### config.mk
export PLATFORM = sky130hd
export DESIGN_NAME = key_filter
export DESIGN_NICKNAME = d
export VERILOG_FILES = /design/src/soc_io_pkg.sv /design/src/key_filter.sv
export SDC_FILE = /design/constraint.sdc
export NUM_CORES = 1
export LEC_CHECK = 0
export ABC_CLOCK_PERIOD_IN_PS = 1700
export BUFFER_PORTS_ARGS = -buffer_cell sky130_fd_sc_hd__buf_2
export CORE_AREA = 8 8 45 47
export CTS_CLUSTER_SIZE = 12
export DETAILED_ROUTE_END_ITERATION = 7
export DIE_AREA = 0 0 53 55
export SYNTH_ARGS = -nofsm -noshare
export SYNTH_HDL_FRONTEND = slang
export SYNTH_SLANG_ARGS = --single-unit
### constraint.sdc
create_clock -name clk -period 1.7 [get_ports clk]
set_input_delay 0 -clock clk [delete_from_list [all_inputs] [get_ports clk]]
set_output_delay 0 -clock clk [all_outputs]
set_load 0.005 [all_outputs]
### src/soc_io_pkg.sv
`default_nettype none

// **********************************************************************
// board-side constants
// **********************************************************************

package soc_io_pkg;

    // one colour channel of the hdmi stream
    localparam int PIX_W = 8;

    // key must read low this long before it counts as a press
    localparam int DEBOUNCE_CYCLES = 16;

    // activity output flips after BLINK_COUNT+1 retire strobes
    localparam int BLINK_COUNT = 7;

    // reset release and soft reset length
    localparam int RST_SYNC_STAGES = 2;
    localparam int RST_HOLD_CYCLES = 4;

endpackage

`default_nettype wire

### src/key_filter.sv
`default_nettype none
`timescale 1ns/10ps

module key_filter (
    input  wire  clk,
    input  wire  rst_n,
    input  wire  i_key,
    output logic o_key_flag
);

    localparam int CNT_W = $clog2(soc_io_pkg::DEBOUNCE_CYCLES + 1);

    logic             key_meta;
    logic             key_sync;
    logic [CNT_W-1:0] low_cnt;

    // two-flop synchroniser, key idles high
    always_ff @(posedge clk or negedge rst_n) begin
        if (!rst_n) begin
            key_meta <= 1'b1;
            key_sync <= 1'b1;
        end else begin
            key_meta <= i_key;
            key_sync <= key_meta;
        end
    end

    // count stable low cycles, saturate so a held key fires once
    always_ff @(posedge clk or negedge rst_n) begin
        if (!rst_n) begin
            low_cnt    <= '0;
            o_key_flag <= 1'b0;
        end else begin
            if (key_sync) begin
                low_cnt <= '0;
            end else if (low_cnt != CNT_W'(soc_io_pkg::DEBOUNCE_CYCLES)) begin
                low_cnt <= low_cnt + 1'b1;
            end
            o_key_flag <= !key_sync && (low_cnt == CNT_W'(soc_io_pkg::DEBOUNCE_CYCLES - 1));
        end
    end

endmodule

`default_nettype wire

==> metrics <==
crit share post-route 0.780; post-route cell area 473 um2; Avg Inst Size Synth 12.0 um2; post-synthesis sequential area ratio 0.511; R2R cell count 4; fill cell count approximately 150; Register Area 203 um2; clk_skew ~0.013 ns; status completed; max_cap viols 0; Placer Congestion 0.645; number of global-route vias before repair about 280; R2R setup slack roughly 0.37 ns; clock root cell clkbuf_4; GRT Overall Usage 0.0643; VDD IR max between 0.0002 and 0.00025 V; CTS tree yes; Worst slew margin 0.881; Clk network pwr share 0.400; nets 48; ant diodes 0; reg2reg start low_cnt[0]; max incr delay on CP approximately 0.42 ns; CTS resizes 0; gr ovfl total 0; die area 0.00292 mm2; Site Rows 14; Die H 55 um; Routed WL per cell ~11 um; minimum clock period ~1.3 ns; Worst Setup Start Kind register; Synth Register Bits 8; largest net degree at the start of global routing 11; Iteration-0 DRC Markers 0; CP Launch Point low_cnt[0]; Crit. path cell count 4; Req. time, crit path 1.85 ns; Comb power frac 0.073; Setup violations, final 0; switch share 0.232; HP Class input port to async pin; WL final about 650 um; Pre-Repair DR Iteration Count 1; pwr/cell area 847 mW/mm2; FMAX around 750 MHz; Syn Inst Count 33; worst-path cell chain inv_1 > ha_1 > and4bb_4 > mux2_4; post-synth net total 39; vias per inst between 4 and 5; Pleak about 0.22 nW; Buf+Inv Stages, Crit Path 1; antenna violations before repair 0; via count between 200 and 300; DP HPWL 474 um; Slew Limit Fails 0; number of buffers inserted by port buffering 3; Crit path arrival time about 1.5 ns; Worst Path Max Fanout 5; commonest non-fill, non-tap cell in the layout dfrtp_1; Core Footprint roughly 0.0014 mm2; Routed Antenna Nets 0; Reg clk slew, reported paths ~0.06 ns; pre-CTS WS 0.377 ns; crit path max-delay cell type dfrtp_1; Worst setup endpoint low_cnt[0]; placed cell areas roughly 430 um2; CTS buffer count 3; yosys synthesis warning count 0; multi-input logic area ~180 um2; Sw Pwr a little over 90 uW; register share of total power 0.527; Area growth, synth to finish 19.2%; layout cells sized above 1 0.268; Slew @ Worst Pin 0.179 ns; Worst setup EP type register; Final Hold Vio Count 0; Top delay family on crit path flip-flops; Reg2Reg Capture Point low_cnt[0]; Die X between 50 and 60 um; Initial Util 0.287; num ports 4; Crit Path Category register to register; # DRC 0; CTS H-tree depth 1; Int Power 308 uW; Final Core Density 0.342; Synth cell types 18; TritonCTS Sinks 8; setup TNS 0 ns; clk_lat worst skew between 0.2 and 0.3 ns; synthesized cell area 397 um2; first-pass GRT wire length ~1200 um; worst-case clock buffer depth 2; unrepaired setup endpoints after global routing false; Worst Setup Slack, final about 0.37 ns
cells by family (layout without fill, tap and decap cells):
family	after synthesis	count (layout)	share of synthesized area
AO/OA/AOI/OAI	2	2	0.0347
adder cells (fa/ha/maj)	3	3	0.0946
buffers and inverters	4	12	0.0410
flip-flops	8	8	0.511
multiplexers	3	3	0.0915
AND/OR/NAND/NOR	13	13	0.227
metrics by stage:
| step | power [mW] | hold slack, ns | std cells |
|---|---|---|---|
| floorplan | 0.230 | -0.296 | 33 |
| global placement | 0.240 | -0.152 | 51 |
| detailed placement | 0.241 | -0.148 | 51 |
| CTS | 0.410 | 0.101 | 57 |
| global route | 0.432 | 0.126 | 57 |
| finish | 0.400 | 0.101 | 57 |
power by group through the flow:
stage	sequential (mW)	clock (mW)	combinational [mW]
2_1_floorplan	0.209	0	0.0211
3_3_place_gp	0.215	0	0.0253
3_5_place_dp	0.214	0	0.0268
4_1_cts	0.211	0.168	0.0305
5_1_grt	0.212	0.185	0.0355
6_report	0.211	0.160	0.0294
worst reg2reg max path: stages, from the launching register on:
cell	delay, ns
dfrtp_1	0.42
inv_1	0.07
ha_1	0.16
and4bb_4	0.26
mux2_4	0.30
area by class of cell:
class / count / area share
Sequential cell: 8 / 0.429
Multi-Input combinational cell: 21 / 0.376
Timing Repair Buffer: 5 / 0.0741
Clock buffer: 4 / 0.0556
Tap cell: 16 / 0.0423
Inverter: 3 / 0.0238
what timing repair did:
action                    CTS  global route
hold endpoints to repair    9             0
hold buffers                2             0
buffers inserted            0             0
Yosys cell counts:
cell	number	share of area
a21oi_1	1	0.013
a22o_1	1	0.022
and3_2	1	0.019
and4bb_4	1	0.041
buf_2	1	0.013
dfrtp_1	6	0.38
dfstp_2	2	0.13
ha_1	3	0.095
inv_1	3	0.028
mux2_1	1	0.028
mux2_4	1	0.038
mux2i_1	1	0.025
nand2b_1	2	0.032
nand3_1	1	0.013
nand4bb_1	1	0.028
nor2_1	3	0.028
nor2b_1	3	0.047
nor3b_1	1	0.019
registers in the layout, indices dropped and copies added, names as in the netlist:
name	cells
key_meta	1
key_sync	1
low_cnt	5
o_key_flag	1
how the worst min path moves through the flow:
stage,startpoint,slack (ns),to
2_1_floorplan,rst_n,-0.30,low_cnt[0]
3_3_place_gp,rst_n,-0.15,o_key_flag
3_5_place_dp,rst_n,-0.15,o_key_flag
4_1_cts,rst_n,0.10,low_cnt[4]
5_1_grt,rst_n,0.13,low_cnt[4]
6_report,rst_n,0.10,low_cnt[4]
layer usage:
| layer | global-route usage | share of wire |
|---|---|---|
| met1 | 0.0616 | 0.44 |
| met2 | 0.0840 | 0.42 |
| met3 | 0.0187 | 0.046 |
| met4 | 0.116 | 0.093 |
| met5 | 0 | 0 |
Power figures use the tool's default switching activity.
