<file path="src/soc_io_pkg.sv">
`default_nettype none

// **********************************************************************
// board-side constants
// **********************************************************************

package soc_io_pkg;

    // one colour channel of the hdmi stream
    localparam int PIX_W = 8;

    // key must read low this long before it counts as a press
    localparam int DEBOUNCE_CYCLES = 16;

    // activity output flips after BLINK_COUNT+1 retire strobes
    localparam int BLINK_COUNT = 7;

    // reset release and soft reset length
    localparam int RST_SYNC_STAGES = 2;
    localparam int RST_HOLD_CYCLES = 4;

endpackage

`default_nettype wire

</file>
<file path="src/activity_led.sv">
`default_nettype none
`timescale 1ns/10ps

module activity_led (
    input  wire  clk,
    input  wire  rst_n,
    input  wire  i_retire,
    output logic o_active
);

    localparam int CNT_W = $clog2(soc_io_pkg::BLINK_COUNT + 1);

    logic [CNT_W-1:0] retire_cnt;

    // blinks as long as instructions keep retiring
    always_ff @(posedge clk or negedge rst_n) begin
        if (!rst_n) begin
            retire_cnt <= '0;
            o_active   <= 1'b1;
        end else if (i_retire) begin
            if (retire_cnt == CNT_W'(soc_io_pkg::BLINK_COUNT)) begin
                retire_cnt <= '0;
                o_active   <= !o_active;
            end else begin
                retire_cnt <= retire_cnt + 1'b1;
            end
        end
    end

endmodule

`default_nettype wire

</file>
<file path="config.mk">
export PLATFORM = sky130hd
export DESIGN_NAME = activity_led
export DESIGN_NICKNAME = d
export VERILOG_FILES = /design/src/soc_io_pkg.sv /design/src/activity_led.sv
export SDC_FILE = /design/constraint.sdc
export NUM_CORES = 1
export LEC_CHECK = 0
export BUFFER_PORTS_ARGS = -buffer_cell sky130_fd_sc_hd__buf_2
export CORE_AREA = 2 2 39 41
export CTS_BUF_LIST = sky130_fd_sc_hd__clkbuf_2 sky130_fd_sc_hd__clkbuf_4 sky130_fd_sc_hd__clkbuf_8
export DETAILED_ROUTE_END_ITERATION = 10
export DIE_AREA = 0 0 41 43
export PLACE_DENSITY = 0.3
export SETUP_SLACK_MARGIN = 0.5
export SYNTH_ARGS = -nofsm -noshare
export SYNTH_HDL_FRONTEND = slang
export SYNTH_SLANG_ARGS = --single-unit
</file>
<file path="constraint.sdc">
create_clock -name clk -period 2.78 [get_ports clk]
set_input_delay 0.139 -clock clk [delete_from_list [all_inputs] [get_ports clk]]
set_output_delay 0.139 -clock clk [all_outputs]
set_load 0.01 [all_outputs]
</file>
==> impl_metrics.tcl <==
set metrics [dict create \
    cp_common_cell "ha_1" \
    hold_viol 0 \
    grt_max_degree 6 \
    synth.distinct_cells 8 \
    track_usage_pct 4.84 \
    htree_levels 1 \
    wl_met3_um 35 \
    synth.cell_area_sq_um 178 \
    cts_resized 0 \
    drc 0 \
    worstMarginPinSlew_ns 0.108 \
    initial_core_util_pct 12.8 \
    fillers 153 \
    synth.area.mux_share_pct 18.3 \
    synth_fa_ha_area_share_pct 14.1 \
    regArea_sq_um 101 \
    worstPathRequired_ns 2.90 \
    wl_met2_um 101 \
    run_status "finished clean" \
    grt_antenna_before_repair 0 \
    synth_compound_area_share_pct 0 \
    rows 14 \
    tns_ns 0 \
    synthArstFlopShare_pct 100 \
    clockRootBuffer "clkbuf_4" \
    dr.max_layer_used "met3" \
    synth.avg_cell_area_sq_um 14.8 \
    synth_edf_count 0 \
    start_kind "flop" \
    wl_um 267 \
    arrival_ns 1.34 \
    relSlewSlack_pct 92.6 \
    ys_seq_elements 4 \
    ys.flop_type "dfrtp_1" \
    clk_latency_ns 0.23 \
    clk_pin_slew_ns 0.04 \
    drt_first_pass_iters 2 \
    cts_num_sinks 4 \
    wl_met1_um 130 \
    layout_min_cycle_time_ns 1.22 \
    cts_tree "built" \
    boundaryPins 4 \
    setup.worst_path.class "flop to flop" \
    vias 110 \
    cp_max_fo 2 \
    period_share_pct 44.0 \
    final_nets 26 \
    hpwlAfterDp_um 223 \
    finClkSkew_ns 0.00535 \
    gp_congestion 0.628 \
    syn_inst 12 \
    hp-class "input pin to flop" \
    area_delta_synth_final_pct 42.3 \
    synth-seq-area-share_pct 57.0 \
    critPathSlowestCell "dfrtp_1" \
    yosys.area_share.simple_pct 5.63 \
    antennaDiodeCount 0 \
    dieArea_sq_mm 0.00176 \
    synthTopCellsByCount "dfrtp_1, ha_1, mux2_2" \
    setup_slack_ns 1.56 \
    max_freq_ghz 0.817 \
    grt_pass1_vias 131 \
    dr.first_iter.drc_count 1 \
    viasPerCell 3.06 \
    die_width_um 41 \
    multi_input_area_sq_um 76.3 \
    drive_gt1_share_pct 50.0 \
    crit_chain "ha_1, ha_1, mux2_2" \
    yosys_warnings 0 \
    synth_xor_area_share_pct 4.93 \
    cts-buffers-inserted 3 \
    avgRoutedWirePerCell_um 7.42 \
    critPathMaxStageDelay_ns 0.39 \
    grt-ovfl-total 0 \
    grt_setup_unrepaired "false" \
    cp-end-kind "flop" \
    core_sq_mm 0.00138 \
    drv_slew 0 \
    max_cap_viol_count 0 \
    vdd_drop_max_uv 381 \
    dpl_worst_slack_ns 1.54 \
    port_buffers 3 \
    grt_pass1_wl_um 531 \
    finalSetupViolCount 0 \
    yosys-top-cells-area "dfrtp_1, dfstp_2, ha_1" \
    dieHeight_um 43 \
    synth_most_common_cell "dfrtp_1" \
    cts_max_path_buffers 2 \
    synth_top_area_cell "dfrtp_1" \
    p_per_area_mw_per_mm2 1020 \
    yosysTopAreaCellShare_pct 42.3 \
    synth_top_family_by_area "multiplexers" \
    leakage_nw 0.117 \
    drtAntennaViolNets 0 \
    syn-num-nets 17 \
]
==> report_power, final <==
group	switching (mW)	total (mW)	leakage [nW]	internal, mW
Combinational	0.0245	0.0642	0.0526	0.0397
Sequential	0.0152	0.106	0.0458	0.0907
Clock	0.0238	0.0874	0.0184	0.0636
==> registers in the layout, indices dropped and copies added, names as in the netlist <==
register	cells
o_active	1
retire_cnt	3
==> cell type report <==
type	instances	area share (%)
clock buffers	4	11.9
well taps	16	7.92
repair buffers	4	9.90
multi-input cells	8	30.2
flip-flops and latches	4	40.1
==> final timing paths <==
kind                                                 from                   endpoint  slack [ns]  cells past startpoint
worst min register to register       o_active$_DFFE_PN1P_       o_active$_DFFE_PN1P_        0.48                      1
min in group asynchronous                           rst_n  retire_cnt[2]$_DFFE_PN0P_        0.24                      2
worst min-delay path                             i_retire  retire_cnt[0]$_DFFE_PN0P_        0.16                      2
worst max-delay path            retire_cnt[0]$_DFFE_PN0P_  retire_cnt[2]$_DFFE_PN0P_        1.56                      3
worst max register to register  retire_cnt[0]$_DFFE_PN0P_  retire_cnt[2]$_DFFE_PN0P_        1.56                      3
max in group asynchronous                           rst_n       o_active$_DFFE_PN1P_        2.33                      2
==> cells in the final DEF, fill, tap and decap left out <==
cell	count
buf_2	3
clkbuf_4	4
dfrtp_1	3
dfstp_2	1
dlygate4sd3_1	1
ha_1	2
mux2_2	2
mux2i_1	1
nand2_1	1
nand2b_1	1
xnor2_1	1
==> cell families after synthesis <==
| family | after synthesis |
|---|---|
| mux | 3 |
| flops | 4 |
| fa+ha+maj | 2 |
| simple gates | 2 |
| xor+xnor | 1 |
==> critical path, delay by kind of cell (launching register included) <==
| kind | cells | cell delay (ns) |
|---|---|---|
| fa+ha+maj | 2 | 0.47 |
| flops | 1 | 0.39 |
| mux | 1 | 0.26 |
==> per-layer routing <==
layer | global-route usage [%] | vias to the layer above
met2 | 5.00 | 3
met1 | 6.19 | 48
met3 | 6.81 | 0
met4 | 0 | 0
met5 | 0 | -
li1 | - | 59
==> stage by stage <==
stage	total power [mW]	cell area [sq um]	utilization [%]	std cells	hold slack, ns
after floorplan	0.152	178	-	12	-0.157
after global placement	0.170	213	15.4	31	-0.0483
after detailed placement	0.174	213	15.4	31	-0.0471
after CTS	0.266	253	18.3	36	0.152
after global routing	0.287	253	18.3	36	0.199
final	0.258	253	18.3	36	0.157
==> timing repair <==
action / 4_1_cts / 5_1_grt
buffers inserted: 0 / 0
hold endpoints to repair: 4 / 0
hold buffers: 1 / 0
No activity file was read; power rests on OpenSTA's default activity.
