$ cat config.mk
export PLATFORM = sky130hd
export DESIGN_NAME = hdmi_src_select
export DESIGN_NICKNAME = d
export VERILOG_FILES = /design/src/soc_io_pkg.sv /design/src/hdmi_src_select.sv
export SDC_FILE = /design/constraint.sdc
export NUM_CORES = 1
export LEC_CHECK = 0
export ABC_AREA = 1
export BUFFER_PORTS_ARGS = -buffer_cell sky130_fd_sc_hd__buf_2
export CORE_MARGIN = 3
export CORE_UTILIZATION = 26
export CTS_CLUSTER_DIAMETER = 40
export CTS_CLUSTER_SIZE = 25
export DETAILED_ROUTE_END_ITERATION = 7
export PLACE_DENSITY = 0.85
export RECOVER_POWER = 100
export SLEW_MARGIN = 20
export SYNTH_ARGS = -nofsm -noshare
export SYNTH_HDL_FRONTEND = slang
export SYNTH_SLANG_ARGS = --single-unit
$ cat constraint.sdc
create_clock -name clk -period 2.92 [get_ports clk]
set_clock_uncertainty 0.05 [all_clocks]
set_input_delay 0.584 -clock clk [delete_from_list [all_inputs] [get_ports clk]]
set_output_delay 0.584 -clock clk [all_outputs]
set_load 0.02 [all_outputs]
$ cat src/soc_io_pkg.sv
`default_nettype none

// **********************************************************************
// board-side constants
// **********************************************************************

package soc_io_pkg;

    // one colour channel of the hdmi stream
    localparam int PIX_W = 8;

    // key must read low this long before it counts as a press
    localparam int DEBOUNCE_CYCLES = 16;

    // activity output flips after BLINK_COUNT+1 retire strobes
    localparam int BLINK_COUNT = 7;

    // reset release and soft reset length
    localparam int RST_SYNC_STAGES = 2;
    localparam int RST_HOLD_CYCLES = 4;

endpackage

`default_nettype wire

$ cat src/hdmi_src_select.sv
`default_nettype none
`timescale 1ns/10ps

module hdmi_src_select (
    input  wire                            clk,
    input  wire                            rst_n,
    input  wire                            i_toggle,
    input  wire                            i_dso_vs,
    input  wire                            i_dso_hs,
    input  wire                            i_dso_de,
    input  wire  [soc_io_pkg::PIX_W-1:0]   i_dso_r,
    input  wire  [soc_io_pkg::PIX_W-1:0]   i_dso_g,
    input  wire  [soc_io_pkg::PIX_W-1:0]   i_dso_b,
    input  wire                            i_la_vs,
    input  wire                            i_la_hs,
    input  wire                            i_la_de,
    input  wire  [soc_io_pkg::PIX_W-1:0]   i_la_r,
    input  wire  [soc_io_pkg::PIX_W-1:0]   i_la_g,
    input  wire  [soc_io_pkg::PIX_W-1:0]   i_la_b,
    output logic                           o_vs,
    output logic                           o_hs,
    output logic                           o_de,
    output logic [soc_io_pkg::PIX_W-1:0]   o_r,
    output logic [soc_io_pkg::PIX_W-1:0]   o_g,
    output logic [soc_io_pkg::PIX_W-1:0]   o_b
);

    logic dso_en;

    // dso after reset, each key press swaps
    always_ff @(posedge clk or negedge rst_n) begin
        if (!rst_n) begin
            dso_en <= 1'b1;
        end else if (i_toggle) begin
            dso_en <= !dso_en;
        end
    end

    assign o_vs = dso_en ? i_dso_vs : i_la_vs;
    assign o_hs = dso_en ? i_dso_hs : i_la_hs;
    assign o_de = dso_en ? i_dso_de : i_la_de;
    assign o_r  = dso_en ? i_dso_r  : i_la_r;
    assign o_g  = dso_en ? i_dso_g  : i_la_g;
    assign o_b  = dso_en ? i_dso_b  : i_la_b;

endmodule

`default_nettype wire

==> summary.md <==
| Metric | Value |
|---|---|
| Peak supply drop | `154.0 uV` |
| P per Cell Area | `340.6 nW/um2` |
| Crit start category | `flop` |
| Ant diodes | `0` |
| Routed WL | `1.794 mm` |
| Fillers | `156` |
| CP arrival | `1550 ps` |
| Post-synth cell types | `5` |
| DRC errors left | `0` |
| Final setup fails | `0` |
| Post-CTS Setup Inserts | `0` |
| Run status | `finished, final reports clean` |
| Post-synthesis sequential area ratio | `0.06481` |
| Largest net degree at the start of global routing | `29` |
| Slew margin rel. | `0.4959` |
| Final hold vios | `0` |
| RSZ-0062 raised after global routing | `false` |
| Endpoint class of the critical path | `output pin` |
| Number of global-route vias before repair | `around 650` |
| Area of the multi-input gates | `315.3 um2` |
| Syn Inst Count | `between 90 and 100` |
| Port Buffer Count | `83` |
| Aggregate global routing overflow | `0` |
| Share of the synthesized area in the top cell type | `0.7778` |
| Setup TNS | `0 ps` |
| Period minus WS final | `2181 ps` |
| Layout cells sized above 1 | `0.3392` |
| HP Class | `primary input to async pin` |
| Setup CP Type | `flop to output pin` |
| Total GRT Usage | `0.1534` |
| DIE AREA | `slightly above 2000 um2` |
| DIE WIDTH | `45.49 um` |
| Worst-Margin Slew | `755.3 ps` |
| Flops & latches, synth | `1` |
| Non-filler cells, final | `186` |
| Layout net count | `230` |
| GPL Wtd Cong | `slightly below 0.8` |
| Die Span Y | `approximately 45 um` |
| Seq. cell area | `approximately 26 um2` |
| Max Cap Viol | `0` |
| Hold_buf cts | `0` |
| Detailed Place HPWL | `1.583 mm` |
| Total number of vias | `around 800` |
| Skew-Pair Late Insertion Delay | `0 ps` |
| Worst-path clk slew | `0 ps` |
| IO Pins | `between 80 and 90` |
| Achievable Freq | `458.5 MHz` |
| Cell Area, Synth | `405.4 um2` |
| Post-CTS sizing | `0` |
| First-pass GRT wire length | `2.539 mm` |
| Leakage power total | `0.0005263 uW` |
| Net Count, Synth | `149` |
| Std-Cell Rows | `13` |
| Drt pass-1 iters | `5` |
| Syn avg cell area | `~4.4 um2` |
| Max Slew Vio Count | `0` |
| Largest Register | `dso_en` |
| CP max FO | `28` |
| Yosys top cell by area | `nand2_1` |
| YS warnings | `0` |
| Area contributors post-synth | `nand2_1 78%, buf_6 14%, dfstp_2 6.5%` |
| Largest regs | `dso_en (1)` |
| Area Overhead vs Synth | `87.04%` |
| Final Cycle Share | `0.7469` |
| Initial antenna violation count | `0` |
| Iteration-0 DRC Markers | `9` |
| Core area | `1383 um2` |
| Avg WL per Cell | `between 9 and 10 um` |
| Vias per cell | `between 4 and 5` |
| DRT antenna net count | `0` |
| Placed Cells incl. Taps | `186` |
| Max reg flops | `1` |
| Initial core utilization | `0.2932` |
| Crit path required time | `about 2300 ps` |
## logic make-up after synthesis
kind of cell | count (synthesis) | share of synthesized area
buffers and inverters | 7 | 0.1574
flip-flops | 1 | 0.06483
AND/OR/NAND/NOR | 84 | 0.7778
## synthesized netlist by cell type
cell type / instances
buf_6: 5
dfstp_2: 1
inv_1: 1
inv_2: 1
nand2_1: 84
## critical path: stages, from the launching register on
cell	delay [ps]
dfstp_1	700
inv_1	440
nand2_1	180
nand2_1	60
clkbuf_1	170
## metal layers
layer	routed length (um)	track usage	vias to the layer above	part of all wire
li1	-	-	427	-
met1	655	0.1803	343	0.37
met2	1044	0.3092	27	0.58
met3	94	0.01186	0	0.052
met4	0	0	0	0
met5	0	0	-	0
## final cells by class
type                       count  share of cell area
inverter                       2            0.009901
tap                           15             0.02475
timing repair buffer          84              0.5149
sequential                     1             0.03465
multi-input combinational     84              0.4158
## through the flow
stage / hold slack [ps] / worst slack (ps) / instance area (um2) / util / total power, uW
finish: 472.7 / 739.2 / 758.2 / 0.5484 / 258.3
detailed placement: 474.0 / 1108 / 790.8 / 0.5719 / 274.6
global route: 480.1 / 556.7 / 758.2 / 0.5484 / 283.6
global placement: 474.7 / 1129 / 790.8 / 0.5719 / 271.0
floorplan: 386.2 / 1319 / 405.4 / - / 192.3
CTS: 474.0 / 1107 / 790.8 / 0.5719 / 275.3
## cells in the final DEF (no fill, tap or decap), drive strengths merged
| cell type | netlist | routed |
|---|---|---|
| dfstp | 1 | 1 |
| clkbuf | 0 | 26 |
| buf | 5 | 58 |
| nand2 | 84 | 84 |
| inv | 2 | 2 |
## worst paths after layout
path | start | to | slack [ps] | cells past startpoint
worst min-delay path | rst_n | dso_en$_DFFE_PN1P_ | 470 | 1
worst max register to register | dso_en$_DFFE_PN1P_ | dso_en$_DFFE_PN1P_ | 1430 | 3
max in group asynchronous | rst_n | dso_en$_DFFE_PN1P_ | 2330 | 1
min in group clk | i_toggle | dso_en$_DFFE_PN1P_ | 760 | 4
worst max-delay path | dso_en$_DFFE_PN1P_ | o_g[0] | 740 | 4
worst min register to register | dso_en$_DFFE_PN1P_ | dso_en$_DFFE_PN1P_ | 790 | 3
## where the power goes
group | internal [uW] | leakage, uW | total (uW) | switching, uW
logic | 76.5 | 0.000516 | 235 | 159
registers | 17.1 | 0.0000100 | 23.2 | 6.09
clock network | 0 | 0 | 0 | 0
Note: power is estimated with default switching activity, not from simulation.
