--- src/soc_io_pkg.sv ---
`default_nettype none

// **********************************************************************
// board-side constants
// **********************************************************************

package soc_io_pkg;

    // one colour channel of the hdmi stream
    localparam int PIX_W = 8;

    // key must read low this long before it counts as a press
    localparam int DEBOUNCE_CYCLES = 16;

    // activity output flips after BLINK_COUNT+1 retire strobes
    localparam int BLINK_COUNT = 7;

    // reset release and soft reset length
    localparam int RST_SYNC_STAGES = 2;
    localparam int RST_HOLD_CYCLES = 4;

endpackage

`default_nettype wire

--- src/rst_ctrl.sv ---
`default_nettype none
`timescale 1ns/10ps

module rst_ctrl (
    input  wire  clk,
    input  wire  i_rst_n,
    input  wire  i_soft_rst_req,
    input  wire  i_dbg_rst_req,
    output logic o_rst_n
);

    localparam int HOLD_W = $clog2(soc_io_pkg::RST_HOLD_CYCLES + 1);

    logic [soc_io_pkg::RST_SYNC_STAGES-1:0] rel_sync;
    logic [HOLD_W-1:0]                      hold_cnt;

    // assert at once, release through the synchroniser
    always_ff @(posedge clk or negedge i_rst_n) begin
        if (!i_rst_n) begin
            rel_sync <= '0;
        end else begin
            rel_sync <= {rel_sync[soc_io_pkg::RST_SYNC_STAGES-2:0], 1'b1};
        end
    end

    // soft or debug request, a new one restarts the hold
    always_ff @(posedge clk or negedge i_rst_n) begin
        if (!i_rst_n) begin
            hold_cnt <= '0;
        end else if (i_soft_rst_req || i_dbg_rst_req) begin
            hold_cnt <= HOLD_W'(soc_io_pkg::RST_HOLD_CYCLES);
        end else if (hold_cnt != '0) begin
            hold_cnt <= hold_cnt - 1'b1;
        end
    end

    assign o_rst_n = rel_sync[soc_io_pkg::RST_SYNC_STAGES-1] && (hold_cnt == '0);

    a_hold_len : assert property (@(posedge clk) disable iff (!i_rst_n)
        (i_soft_rst_req || i_dbg_rst_req) |=> !o_rst_n [*soc_io_pkg::RST_HOLD_CYCLES]);

endmodule

`default_nettype wire

--- config.mk ---
export PLATFORM = sky130hd
export DESIGN_NAME = rst_ctrl
export DESIGN_NICKNAME = d
export VERILOG_FILES = /design/src/soc_io_pkg.sv /design/src/rst_ctrl.sv
export SDC_FILE = /design/constraint.sdc
export NUM_CORES = 1
export LEC_CHECK = 0
export ABC_AREA = 1
export BUFFER_PORTS_ARGS = -buffer_cell sky130_fd_sc_hd__buf_2
export CELL_PAD_IN_SITES_DETAIL_PLACEMENT = 0
export CELL_PAD_IN_SITES_GLOBAL_PLACEMENT = 1
export CORE_AREA = 3 3 40 42
export CTS_CLUSTER_SIZE = 12
export DETAILED_ROUTE_END_ITERATION = 16
export DIE_AREA = 0 0 43 45
export PLACE_DENSITY_LB_ADDON = 0.1
export RECOVER_POWER = 100
export SETUP_SLACK_MARGIN = 0.02
export SYNTH_ARGS = -nofsm -noshare
export SYNTH_HDL_FRONTEND = slang
export SYNTH_SLANG_ARGS = --single-unit
--- constraint.sdc ---
create_clock -name clk -period 0.98 [get_ports clk]
set_input_delay 0.049 -clock clk [delete_from_list [all_inputs] [get_ports clk]]
set_output_delay 0.049 -clock clk [all_outputs]
set_load 0.1 [all_outputs]
==> results.yml <==
outcome:
  status: "complete, but fails checks"
  violations: "setup timing"
synthesis:
  netlist_instances: 28
  ys_ff_latch: 5
  ys_seq_area_share_pct: 50.3
  post_synth_num_cell_types: 12
  ys_warn_count: 0
  yosysTopAreaCell: "dfrtp_1"
  synth_top_area_share_pct: 50.3
  ys_top_cells_by_area: "dfrtp_1, nand3_1, ha_1, inv_1, nand2_1"
  synth-edff-count: 0
  synthTopCellsByCount: "nand3_1, dfrtp_1, inv_1"
  synth_ff_type: "dfrtp_1"
  syn-num-nets: 34
  async_flop_share_pct: 100
  avgSynthCellArea_um2: 8.89
  yosysMostFrequentCell: "nand3_1"
  netlist_area_um2: 249
critical_path:
  reg2reg_depth: 9
  crit_family: "flip-flops"
  critical_path_depth: 5
  crit_end: "o_rst_n"
  startpoint: "hold_cnt[1]$_DFFE_PN0P_"
  cpPeakStageDelay_ns: 0.39
  critPathMaxFanout: 3
  cp-end-kind: "output pin"
  crit_path_cell_trace: "inv_2 > ha_4 > nand2_4 > nor2_4 > buf_12"
  cp.arrival_ns: 1.19
  cp_slowest_cell: "dfrtp_1"
  regToRegStartpoint: "hold_cnt[1]$_DFFE_PN0P_"
  cp_num_buf_inv: 2
  r2r_end: "hold_cnt[0]$_DFFE_PN0P_"
  worstSetupPathType: "flip-flop to output pin"
  cp_data_required_time_ns: 0.93
  reg2reg_slack_ns: -0.24
  crit_path_start_kind: "flip-flop"
sta:
  min_period_over_period_pct: 126
  fmax_mhz: 807
  setup_ws_ns: -0.259
  setup_viol: 4
  final_hold_viol_count: 0
  clock-skew-final_ns: 0.00200
  slew_violations: 0
  whs_ns: 0.0781
  period_minus_slack_ns: 1.24
  tns_ns: -0.944
  rsz0062_at_grt: "true"
cts:
  clk-insertion-delay-late_ns: 0.23
  cts_buffer_depth: 2
  cts_tree: "built"
  cts_inserted_buffers: 3
  root_buffer: "clkbuf_4"
  clk_pin_slew_ns: 0.04
  cts_sinks: 5
  htreeDepth: 1
cells_and_area:
  final_area_um2: 455
  area_delta_synth_final_pct: 82.9
  fill_cells: 134
  nNetsFinal: 53
  diodes: 0
  drive_gt1_share_pct: 56.5
route:
  final_antenna_net_count: 0
  drcViolationCount: 0
  vias: 238
  wl_per_cell_um: 8.72
  drt_wl_total_um: 532
  firstDrtPassIters: 2
  drt_iter0_drc: 1
  via_per_inst: 3.90
global_route:
  grt_max_degree: 6
  grt_pass1_vias: 248
  grt_usage_pct: 7.27
  antenna_found_initial: 0
  grt_pass1_wl_um: 993
  grt_overflow: 0
worst_hold_path:
  hold_class: "primary input to flip-flop"
placed_design:
  hpwl_um: 349
  placement.io_buffers: 4
  globalplace.congestion: 0.743
  place_area_um2: 328
pwr:
  ir_drop_uv: 689
  pwr-share-comb_pct: 28.5
  p_leak_nw: 0.222
  p_total_mw: 0.640
  p_int_mw: 0.469
  power.switching_mw: 0.171
  p_clk_share_pct: 35.4
  switching_share_pct: 26.7
  p_per_area_mw_per_mm2: 1410
  p_seq_share_pct: 36.1
die:
  die_x_um: 43
  row_count: 13
  coreArea_mm2: 0.00128
  fp.dieArea_mm2: 0.00194
  start_util_pct: 19.4
  die_h_um: 45
  io_pins: 5
run:
  drv_cap: 0
[sequential cells by signal, indices dropped and copies added (netlist names)]
signal    flops
hold_cnt      3
rel_sync      2
[power groups by stage]
stage               Clock (mW)  Sequential [mW]  Combinational [mW]
floorplan                    0            0.231              0.0803
CTS                      0.239            0.231               0.167
finish                   0.227            0.232               0.182
global route             0.260            0.233               0.201
detailed placement           0            0.232               0.111
global placement             0            0.233               0.110
[routing by layer]
| metal | track usage [%] | up-vias | part of all wire, % |
|---|---|---|---|
| li1 | - | 118 | - |
| met1 | 6.34 | 110 | 33 |
| met2 | 12.9 | 6 | 57 |
| met3 | 2.39 | 4 | 3.4 |
| met4 | 7.23 | 0 | 6.0 |
| met5 | 0 | - | 0 |
[what timing repair did]
action	in CTS	in global routing
hold endpoints to repair	5	0
pin swaps	5	3
hold buffers	1	0
gates cloned	0	0
resized for setup	6	1
buffers inserted	6	3
endpoints found under the setup margin	3	4
[how the worst min path moves through the flow]
stage	slack (ns)	end	start	cells after the start
after floorplan	-0.25	hold_cnt[0]$_DFFE_PN0P_	i_rst_n	0
after global placement	-0.13	rel_sync[0]$_DFF_PN0_	i_rst_n	1
after detailed placement	-0.13	rel_sync[0]$_DFF_PN0_	i_rst_n	1
after CTS	0.07	hold_cnt[2]$_DFFE_PN0P_	i_soft_rst_req	3
after global routing	0.08	hold_cnt[2]$_DFFE_PN0P_	i_soft_rst_req	3
final	0.08	hold_cnt[2]$_DFFE_PN0P_	i_soft_rst_req	3
[per-stage QoR]
step | cells | util (%) | setup slack, ns
floorplan | 28 | - | -0.189
global placement | 47 | 25.5 | -0.0181
detailed placement | 47 | 25.5 | -0.0289
CTS | 58 | 33.4 | -0.250
global route | 61 | 35.4 | -0.304
finish | 61 | 35.4 | -0.259
[logic make-up after synthesis]
family / Yosys count / share of synthesized area [%]
and+or+nand+nor: 13 / 27.6
buffers and inverters: 7 / 10.6
DFF: 5 / 50.3
adders and majority gates: 2 / 10.0
other: 1 / 1.51
[final cells by class]
cell class	count	area (um^2)	area share, %
Inverter	7	28.8	6.32
Clock buffer	4	26.3	5.77
Timing Repair Buffer	14	119	26.1
Sequential cell	5	125	27.5
Tap cell	15	18.8	4.12
Multi-Input combinational cell	16	138	30.2
[cell usage in the layout (no fill, tap or decap)]
cell,synthesis,routed
nand2_1,3,3
ha_4,0,1
buf_4,0,7
inv_4,0,1
clkbuf_4,0,3
inv_2,1,3
clkinv_1,1,1
buf_2,0,2
dlygate4sd3_1,0,1
buf_12,0,1
dfrtp_1,5,5
nand3_1,6,4
nand3_2,0,2
clkbuf_1,0,2
conb_1,1,1
ha_1,2,1
buf_6,0,2
nand2_4,0,1
inv_1,5,2
nor2_4,1,3
[worst min-delay path: cells and delay by family]
family | cells | cell delay, ns
simple gates | 2 | 0.13
buf+inv | 1 | 0.10
No activity file was read; power rests on OpenSTA's default activity.
