[src/soc_bus_pkg.sv]
`default_nettype none

// **********************************************************************
// icb fabric definitions
// **********************************************************************

package soc_bus_pkg;

    // bus widths
    localparam int ADDR_W = 32;
    localparam int DATA_W = 32;
    localparam int MASK_W = DATA_W / 8;

    // address map, top nibble selects the region
    localparam int REGION_MSB = 31;
    localparam int REGION_LSB = 28;

    localparam logic [REGION_MSB-REGION_LSB:0] SRAM_REGION = 1;

    // on-chip sram, word addressed
    localparam int SRAM_DEPTH = 256;
    localparam int SRAM_AW    = $clog2(SRAM_DEPTH);

    // target of an accepted command
    typedef enum logic {
        SEL_SRAM = 1'b0,
        SEL_ERR  = 1'b1
    } slave_sel_t;

endpackage

`default_nettype wire
[src/icb_bus_ctrl.sv]
`default_nettype none
`timescale 1ns/10ps

module icb_bus_ctrl (
    input  wire                              clk,
    input  wire                              rst_n,
    // m0, debug master
    input  wire                              i_m0_cmd_valid,
    output logic                             o_m0_cmd_ready,
    input  wire  [soc_bus_pkg::ADDR_W-1:0]   i_m0_cmd_addr,
    input  wire                              i_m0_cmd_read,
    input  wire  [soc_bus_pkg::DATA_W-1:0]   i_m0_cmd_wdata,
    input  wire  [soc_bus_pkg::MASK_W-1:0]   i_m0_cmd_wmask,
    output logic                             o_m0_rsp_valid,
    input  wire                              i_m0_rsp_ready,
    output logic                             o_m0_rsp_err,
    output logic [soc_bus_pkg::DATA_W-1:0]   o_m0_rsp_rdata,
    // m1, core master
    input  wire                              i_m1_cmd_valid,
    output logic                             o_m1_cmd_ready,
    input  wire  [soc_bus_pkg::ADDR_W-1:0]   i_m1_cmd_addr,
    input  wire                              i_m1_cmd_read,
    input  wire  [soc_bus_pkg::DATA_W-1:0]   i_m1_cmd_wdata,
    input  wire  [soc_bus_pkg::MASK_W-1:0]   i_m1_cmd_wmask,
    output logic                             o_m1_rsp_valid,
    input  wire                              i_m1_rsp_ready,
    output logic                             o_m1_rsp_err,
    output logic [soc_bus_pkg::DATA_W-1:0]   o_m1_rsp_rdata,
    // sram slave
    output logic                             o_sram_cmd_valid,
    output logic [soc_bus_pkg::ADDR_W-1:0]   o_sram_cmd_addr,
    output logic                             o_sram_cmd_read,
    output logic [soc_bus_pkg::DATA_W-1:0]   o_sram_cmd_wdata,
    output logic [soc_bus_pkg::MASK_W-1:0]   o_sram_cmd_wmask,
    input  wire                              i_sram_rsp_valid,
    input  wire  [soc_bus_pkg::DATA_W-1:0]   i_sram_rsp_rdata
);

    logic                           pick_m1;
    logic                           cmd_accept;
    logic                           sram_hit;
    logic                           rsp_pending;
    logic                           rsp_fire;
    logic                           grant_m1_q;
    soc_bus_pkg::slave_sel_t        sel_q;
    logic [soc_bus_pkg::DATA_W-1:0] rdata_q;
    logic [soc_bus_pkg::DATA_W-1:0] rsp_rdata;

    // **********************************************************************
    // arbitration and decode
    // **********************************************************************

    // m0 has fixed priority
    assign pick_m1        = !i_m0_cmd_valid;
    assign o_m0_cmd_ready = !rsp_pending;
    assign o_m1_cmd_ready = !rsp_pending && pick_m1;
    assign cmd_accept     = !rsp_pending && (i_m0_cmd_valid || i_m1_cmd_valid);

    assign o_sram_cmd_addr  = pick_m1 ? i_m1_cmd_addr  : i_m0_cmd_addr;
    assign o_sram_cmd_read  = pick_m1 ? i_m1_cmd_read  : i_m0_cmd_read;
    assign o_sram_cmd_wdata = pick_m1 ? i_m1_cmd_wdata : i_m0_cmd_wdata;
    assign o_sram_cmd_wmask = pick_m1 ? i_m1_cmd_wmask : i_m0_cmd_wmask;

    assign sram_hit = o_sram_cmd_addr[soc_bus_pkg::REGION_MSB:soc_bus_pkg::REGION_LSB]
                      == soc_bus_pkg::SRAM_REGION;
    assign o_sram_cmd_valid = cmd_accept && sram_hit;

    // **********************************************************************
    // response path
    // **********************************************************************

    assign rsp_fire = rsp_pending && (grant_m1_q ? i_m1_rsp_ready : i_m0_rsp_ready);

    // one transaction in flight, remember who asked and where it went
    always_ff @(posedge clk or negedge rst_n) begin
        if (!rst_n) begin
            rsp_pending <= 1'b0;
            grant_m1_q  <= 1'b0;
            sel_q       <= soc_bus_pkg::SEL_SRAM;
        end else if (cmd_accept) begin
            rsp_pending <= 1'b1;
            grant_m1_q  <= pick_m1;
            sel_q       <= sram_hit ? soc_bus_pkg::SEL_SRAM : soc_bus_pkg::SEL_ERR;
        end else if (rsp_fire) begin
            rsp_pending <= 1'b0;
        end
    end

    // sram flags its data for one cycle only, keep it for a stalled master
    always_ff @(posedge clk) begin
        if (i_sram_rsp_valid) begin
            rdata_q <= i_sram_rsp_rdata;
        end
    end

    // error responder returns zero data
    assign rsp_rdata = (sel_q == soc_bus_pkg::SEL_ERR) ? '0 :
                       (i_sram_rsp_valid ? i_sram_rsp_rdata : rdata_q);

    assign o_m0_rsp_valid = rsp_pending && !grant_m1_q;
    assign o_m1_rsp_valid = rsp_pending && grant_m1_q;
    assign o_m0_rsp_err   = (sel_q == soc_bus_pkg::SEL_ERR);
    assign o_m1_rsp_err   = (sel_q == soc_bus_pkg::SEL_ERR);
    assign o_m0_rsp_rdata = rsp_rdata;
    assign o_m1_rsp_rdata = rsp_rdata;

    // stalled response holds its target, kind and data
    a_rsp_stable : assert property (@(posedge clk) disable iff (!rst_n)
        rsp_pending && !rsp_fire |=>
            rsp_pending && $stable(grant_m1_q) && $stable(sel_q) && $stable(rsp_rdata));

endmodule

`default_nettype wire

[config.mk]
export PLATFORM = sky130hd
export DESIGN_NAME = icb_bus_ctrl
export DESIGN_NICKNAME = d
export VERILOG_FILES = /design/src/soc_bus_pkg.sv /design/src/icb_bus_ctrl.sv
export SDC_FILE = /design/constraint.sdc
export NUM_CORES = 1
export LEC_CHECK = 0
export ABC_AREA = 1
export BUFFER_PORTS_ARGS = -buffer_cell sky130_fd_sc_hd__buf_2
export CAP_MARGIN = 10
export CORE_AREA = 4 4 120 122
export DETAILED_ROUTE_END_ITERATION = 10
export DIE_AREA = 0 0 124 126
export REMOVE_ABC_BUFFERS = 1
export SLEW_MARGIN = 25
export SYNTH_ARGS = -nofsm -noshare
export SYNTH_HDL_FRONTEND = slang
export SYNTH_SLANG_ARGS = --single-unit
[constraint.sdc]
create_clock -name clk -period 1.42 [get_ports clk]
set_input_delay 0.071 -clock clk [delete_from_list [all_inputs] [get_ports clk]]
set_output_delay 0.071 -clock clk [all_outputs]
set_load 0.005 [all_outputs]
==> flow_summary_export.csv <==
group,metric,value,unit
worst_setup_path,slowest_stage,"dfrtp_2",
worst_setup_path,critPathArrivalTime,1.26,ns
route,num_vias,3567,
worst_setup_path,required,1.35,ns
place,dp_slack,0.221,ns
layout,final_common_cell,"buf_2",
pwr,irDropWorstVdd,0.000368,V
worst_hold_path,min_path_type,"in -> reg",
global_route,track_usage,14.2,%
route,wl_per_cell,13.4,um
sta,relSlewSlack,76.6,%
clocking,htreeDepth,2,
worst_setup_path,critPathCaptureType,"primary output",
worst_setup_path,cpPeakStageDelay,0.45,ns
clocking,cts_setup_buffers,0,
route,vias_per_cell,3.94,
route,drc,0,
logic_synthesis,avgSynthCellArea,5.65,um^2
sta,hold_violations,0,
floorplan,core,13200,um^2
logic_synthesis,synth_top_area_share,45.4,%
route,first_pass_iters,6,
layout,fillerInstances,1508,
sta,fin_worst_skew,0.0000666,ns
pwr,clock_power_share,25.3,%
run,drv_cap,0,
place,placedCellCount,896,
floorplan,die_h,126,um
sta,finalCritPeriodShare,94.0,%
clocking,clkTransAtPathRegs,0.05,ns
floorplan,ios,317,
route,wl,12.2,mm
floorplan,die_area,15600,um^2
pwr,seqPwrFrac,28.4,%
logic_synthesis,ys_warn_count,0,
clocking,worstSkewPairLatency,0.28,ns
place,port_buffers,316,
global_route,grt_max_degree,45,
worst_setup_path,startpoint,"o_m0_rsp_err",
pwr,total_leakage_power,0.00279,uW
layout,drive_gt1_share,47.1,%
layout,layout_common_cells,"buf_2 (316), nand2_1 (309), dfxtp_1 (32), a21oi_1 (27), buf_4 (8)",
worst_setup_path,regToRegEndpoint,"rsp_pending",
logic_synthesis,synth-seq-cells,35,
logic_synthesis,syn-cell-area,2560,um^2
clocking,cts_tree,"done",
layout,final_cell_count_no_fill,905,
logic_synthesis,yosysUniqueCellTypes,14,
worst_setup_path,crit_end,"o_m1_rsp_rdata[12]",
logic_synthesis,yosys-top-cells-area,"nand2_1 (45%), dfxtp_1 (25%), buf_4 (12%), a21oi_1 (6.5%), buf_6 (3.1%)",
sta,clock.fmax,749,MHz
route,drtIter0Drc,96,
worst_setup_path,start_kind,"register",
worst_setup_path,r2r_slack,0.30,ns
clocking,cts_made_buffers,5,
logic_synthesis,synth_top_area_cell,"nand2_1",
worst_setup_path,worst-path-max-fanout,30,
pwr,power_density,996,nW/um^2
sta,finalSetupViolCount,0,
worst_setup_path,critPathKind,"reg -> out",
global_route,grt_pass1_wl,17.1,mm
floorplan,die_w,124,um
clocking,cts_root_buf,"clkbuf_16",
worst_setup_path,crit_cells,3,
layout,fin_area,4210,um^2
global_route,antenna_found_initial,3,
layout,num_antenna_cells,0,
worst_setup_path,cp_top_family,"flip-flops",
pwr,p_int,2690,uW
place,place.gp.congestion,0.915,
pwr,comb_power_share,46.3,%
clocking,cts.sink_count,35,
sta,layout_setup_ws,0.0851,ns
floorplan,start_util,19.4,%
worst_setup_path,worstPathCellList,"buf_12, a21oi_1, buf_2",
pwr,switching_share,35.9,%
logic_synthesis,synth_seq_area_share,28.0,%
place,dpl.hpwl,10.6,mm
sta,worstMarginPinSlew,0.350,ns
sta,rsz0062_at_grt,"yes",
place,placed_area,4020,um^2
sta,finalCriticalPeriod,1.33,ns
global_route,grt_pass1_vias,3235,
layout,fin_util,31.9,%
worst_setup_path,cp.buffers_inverters,2,
sta,holdWs,0.0121,ns
global_route,grt_overflow,0,
layout,fin_nets,906,
floorplan,num_rows,42,
sta,slew_violations,0,
logic_synthesis,synthCells,453,
worst_setup_path,worst_r2r_path_depth,5,
run_status,status,"finished clean",
pwr,p_switching,1510,uW
route,ant_nets,0,
clocking,cts_max_path_buffers,2,
worst_setup_path,r2r-start,"rsp_pending",
layout,syn_to_final_growth,64.7,%
registers in the layout (all words and copies together) (netlist names):
name	cells
o_m0_rsp_err	1
rdata_q	32
grant_m1_q	1
rsp_pending	1
cells by family after synthesis:
kind of cell | share of synthesized area, %
simple gates | 46.1
compound gates | 7.49
buf+inv | 18.4
flops | 28.0
power groups by stage:
| stage | clock (uW) | combinational, uW | sequential (uW) |
|---|---|---|---|
| global placement | 0 | 1960 | 1210 |
| floorplan | 0 | 638 | 1260 |
| CTS | 1100 | 1980 | 1190 |
| finish | 1060 | 1940 | 1190 |
| detailed placement | 0 | 1950 | 1210 |
| global route | 1140 | 2190 | 1200 |
stage by stage:
| stage | TNS [ns] | power (uW) |
|---|---|---|
| floorplan | 0 | 1900 |
| global placement | 0 | 3160 |
| detailed placement | 0 | 3160 |
| CTS | 0 | 4270 |
| global route | -0.00498 | 4540 |
| finish | 0 | 4190 |
worst register-to-register path: stages (launching register included):
cell     delay, ns
dfrtp_1       0.37
inv_1         0.12
o21ai_4       0.12
inv_1         0.10
a21oi_1       0.18
o21ai_0       0.11
timing repair:
item,in CTS,in global routing
pin swaps,0,0
hold endpoints to repair,4,0
hold buffers,2,0
gates resized for setup,5,2
setup endpoints to repair,10,14
Yosys cell counts:
library cell and number:
a21oi_1 33, buf_2 9, buf_4 40, buf_6 7, clkbuf_1 3, dfrtp_1 3, dfxtp_1 32, inv_1 7
inv_2 1, inv_4 1, nand2_1 309, nor2_1 5, o21ai_0 2, o21ai_4 1
metal layers:
layer	global-route usage, %	share of wire [%]
met2	25.0	48
met3	4.98	11
met1	15.8	38
met4	4.19	1.7
met5	0	0.33
cell type report:
cell class	count	area (um^2)	share of cell area, %
clock buffers	6	139	3.30
clock inverters	1	5.00	0.119
inverters	9	36.3	0.862
multi-input cells	350	1390	33.1
flip-flops and latches	35	717	17.0
well taps	176	220	5.23
repair buffers	328	1700	40.4
worst min-delay path by stage:
| stage | cells after the start | end | slack [ns] | from |
|---|---|---|---|---|
| 6_report | 3 | rdata_q[22] | 0.01 | i_sram_rsp_rdata[22] |
| 5_1_grt | 3 | rdata_q[4] | 0.02 | i_sram_rsp_rdata[4] |
| 4_1_cts | 3 | rdata_q[30] | 0.003 | i_sram_rsp_rdata[30] |
| 3_5_place_dp | 1 | grant_m1_q | -0.12 | rst_n |
| 3_3_place_gp | 1 | grant_m1_q | -0.11 | rst_n |
| 2_1_floorplan | 0 | grant_m1_q | -0.22 | rst_n |
Power figures use the tool's default switching activity.
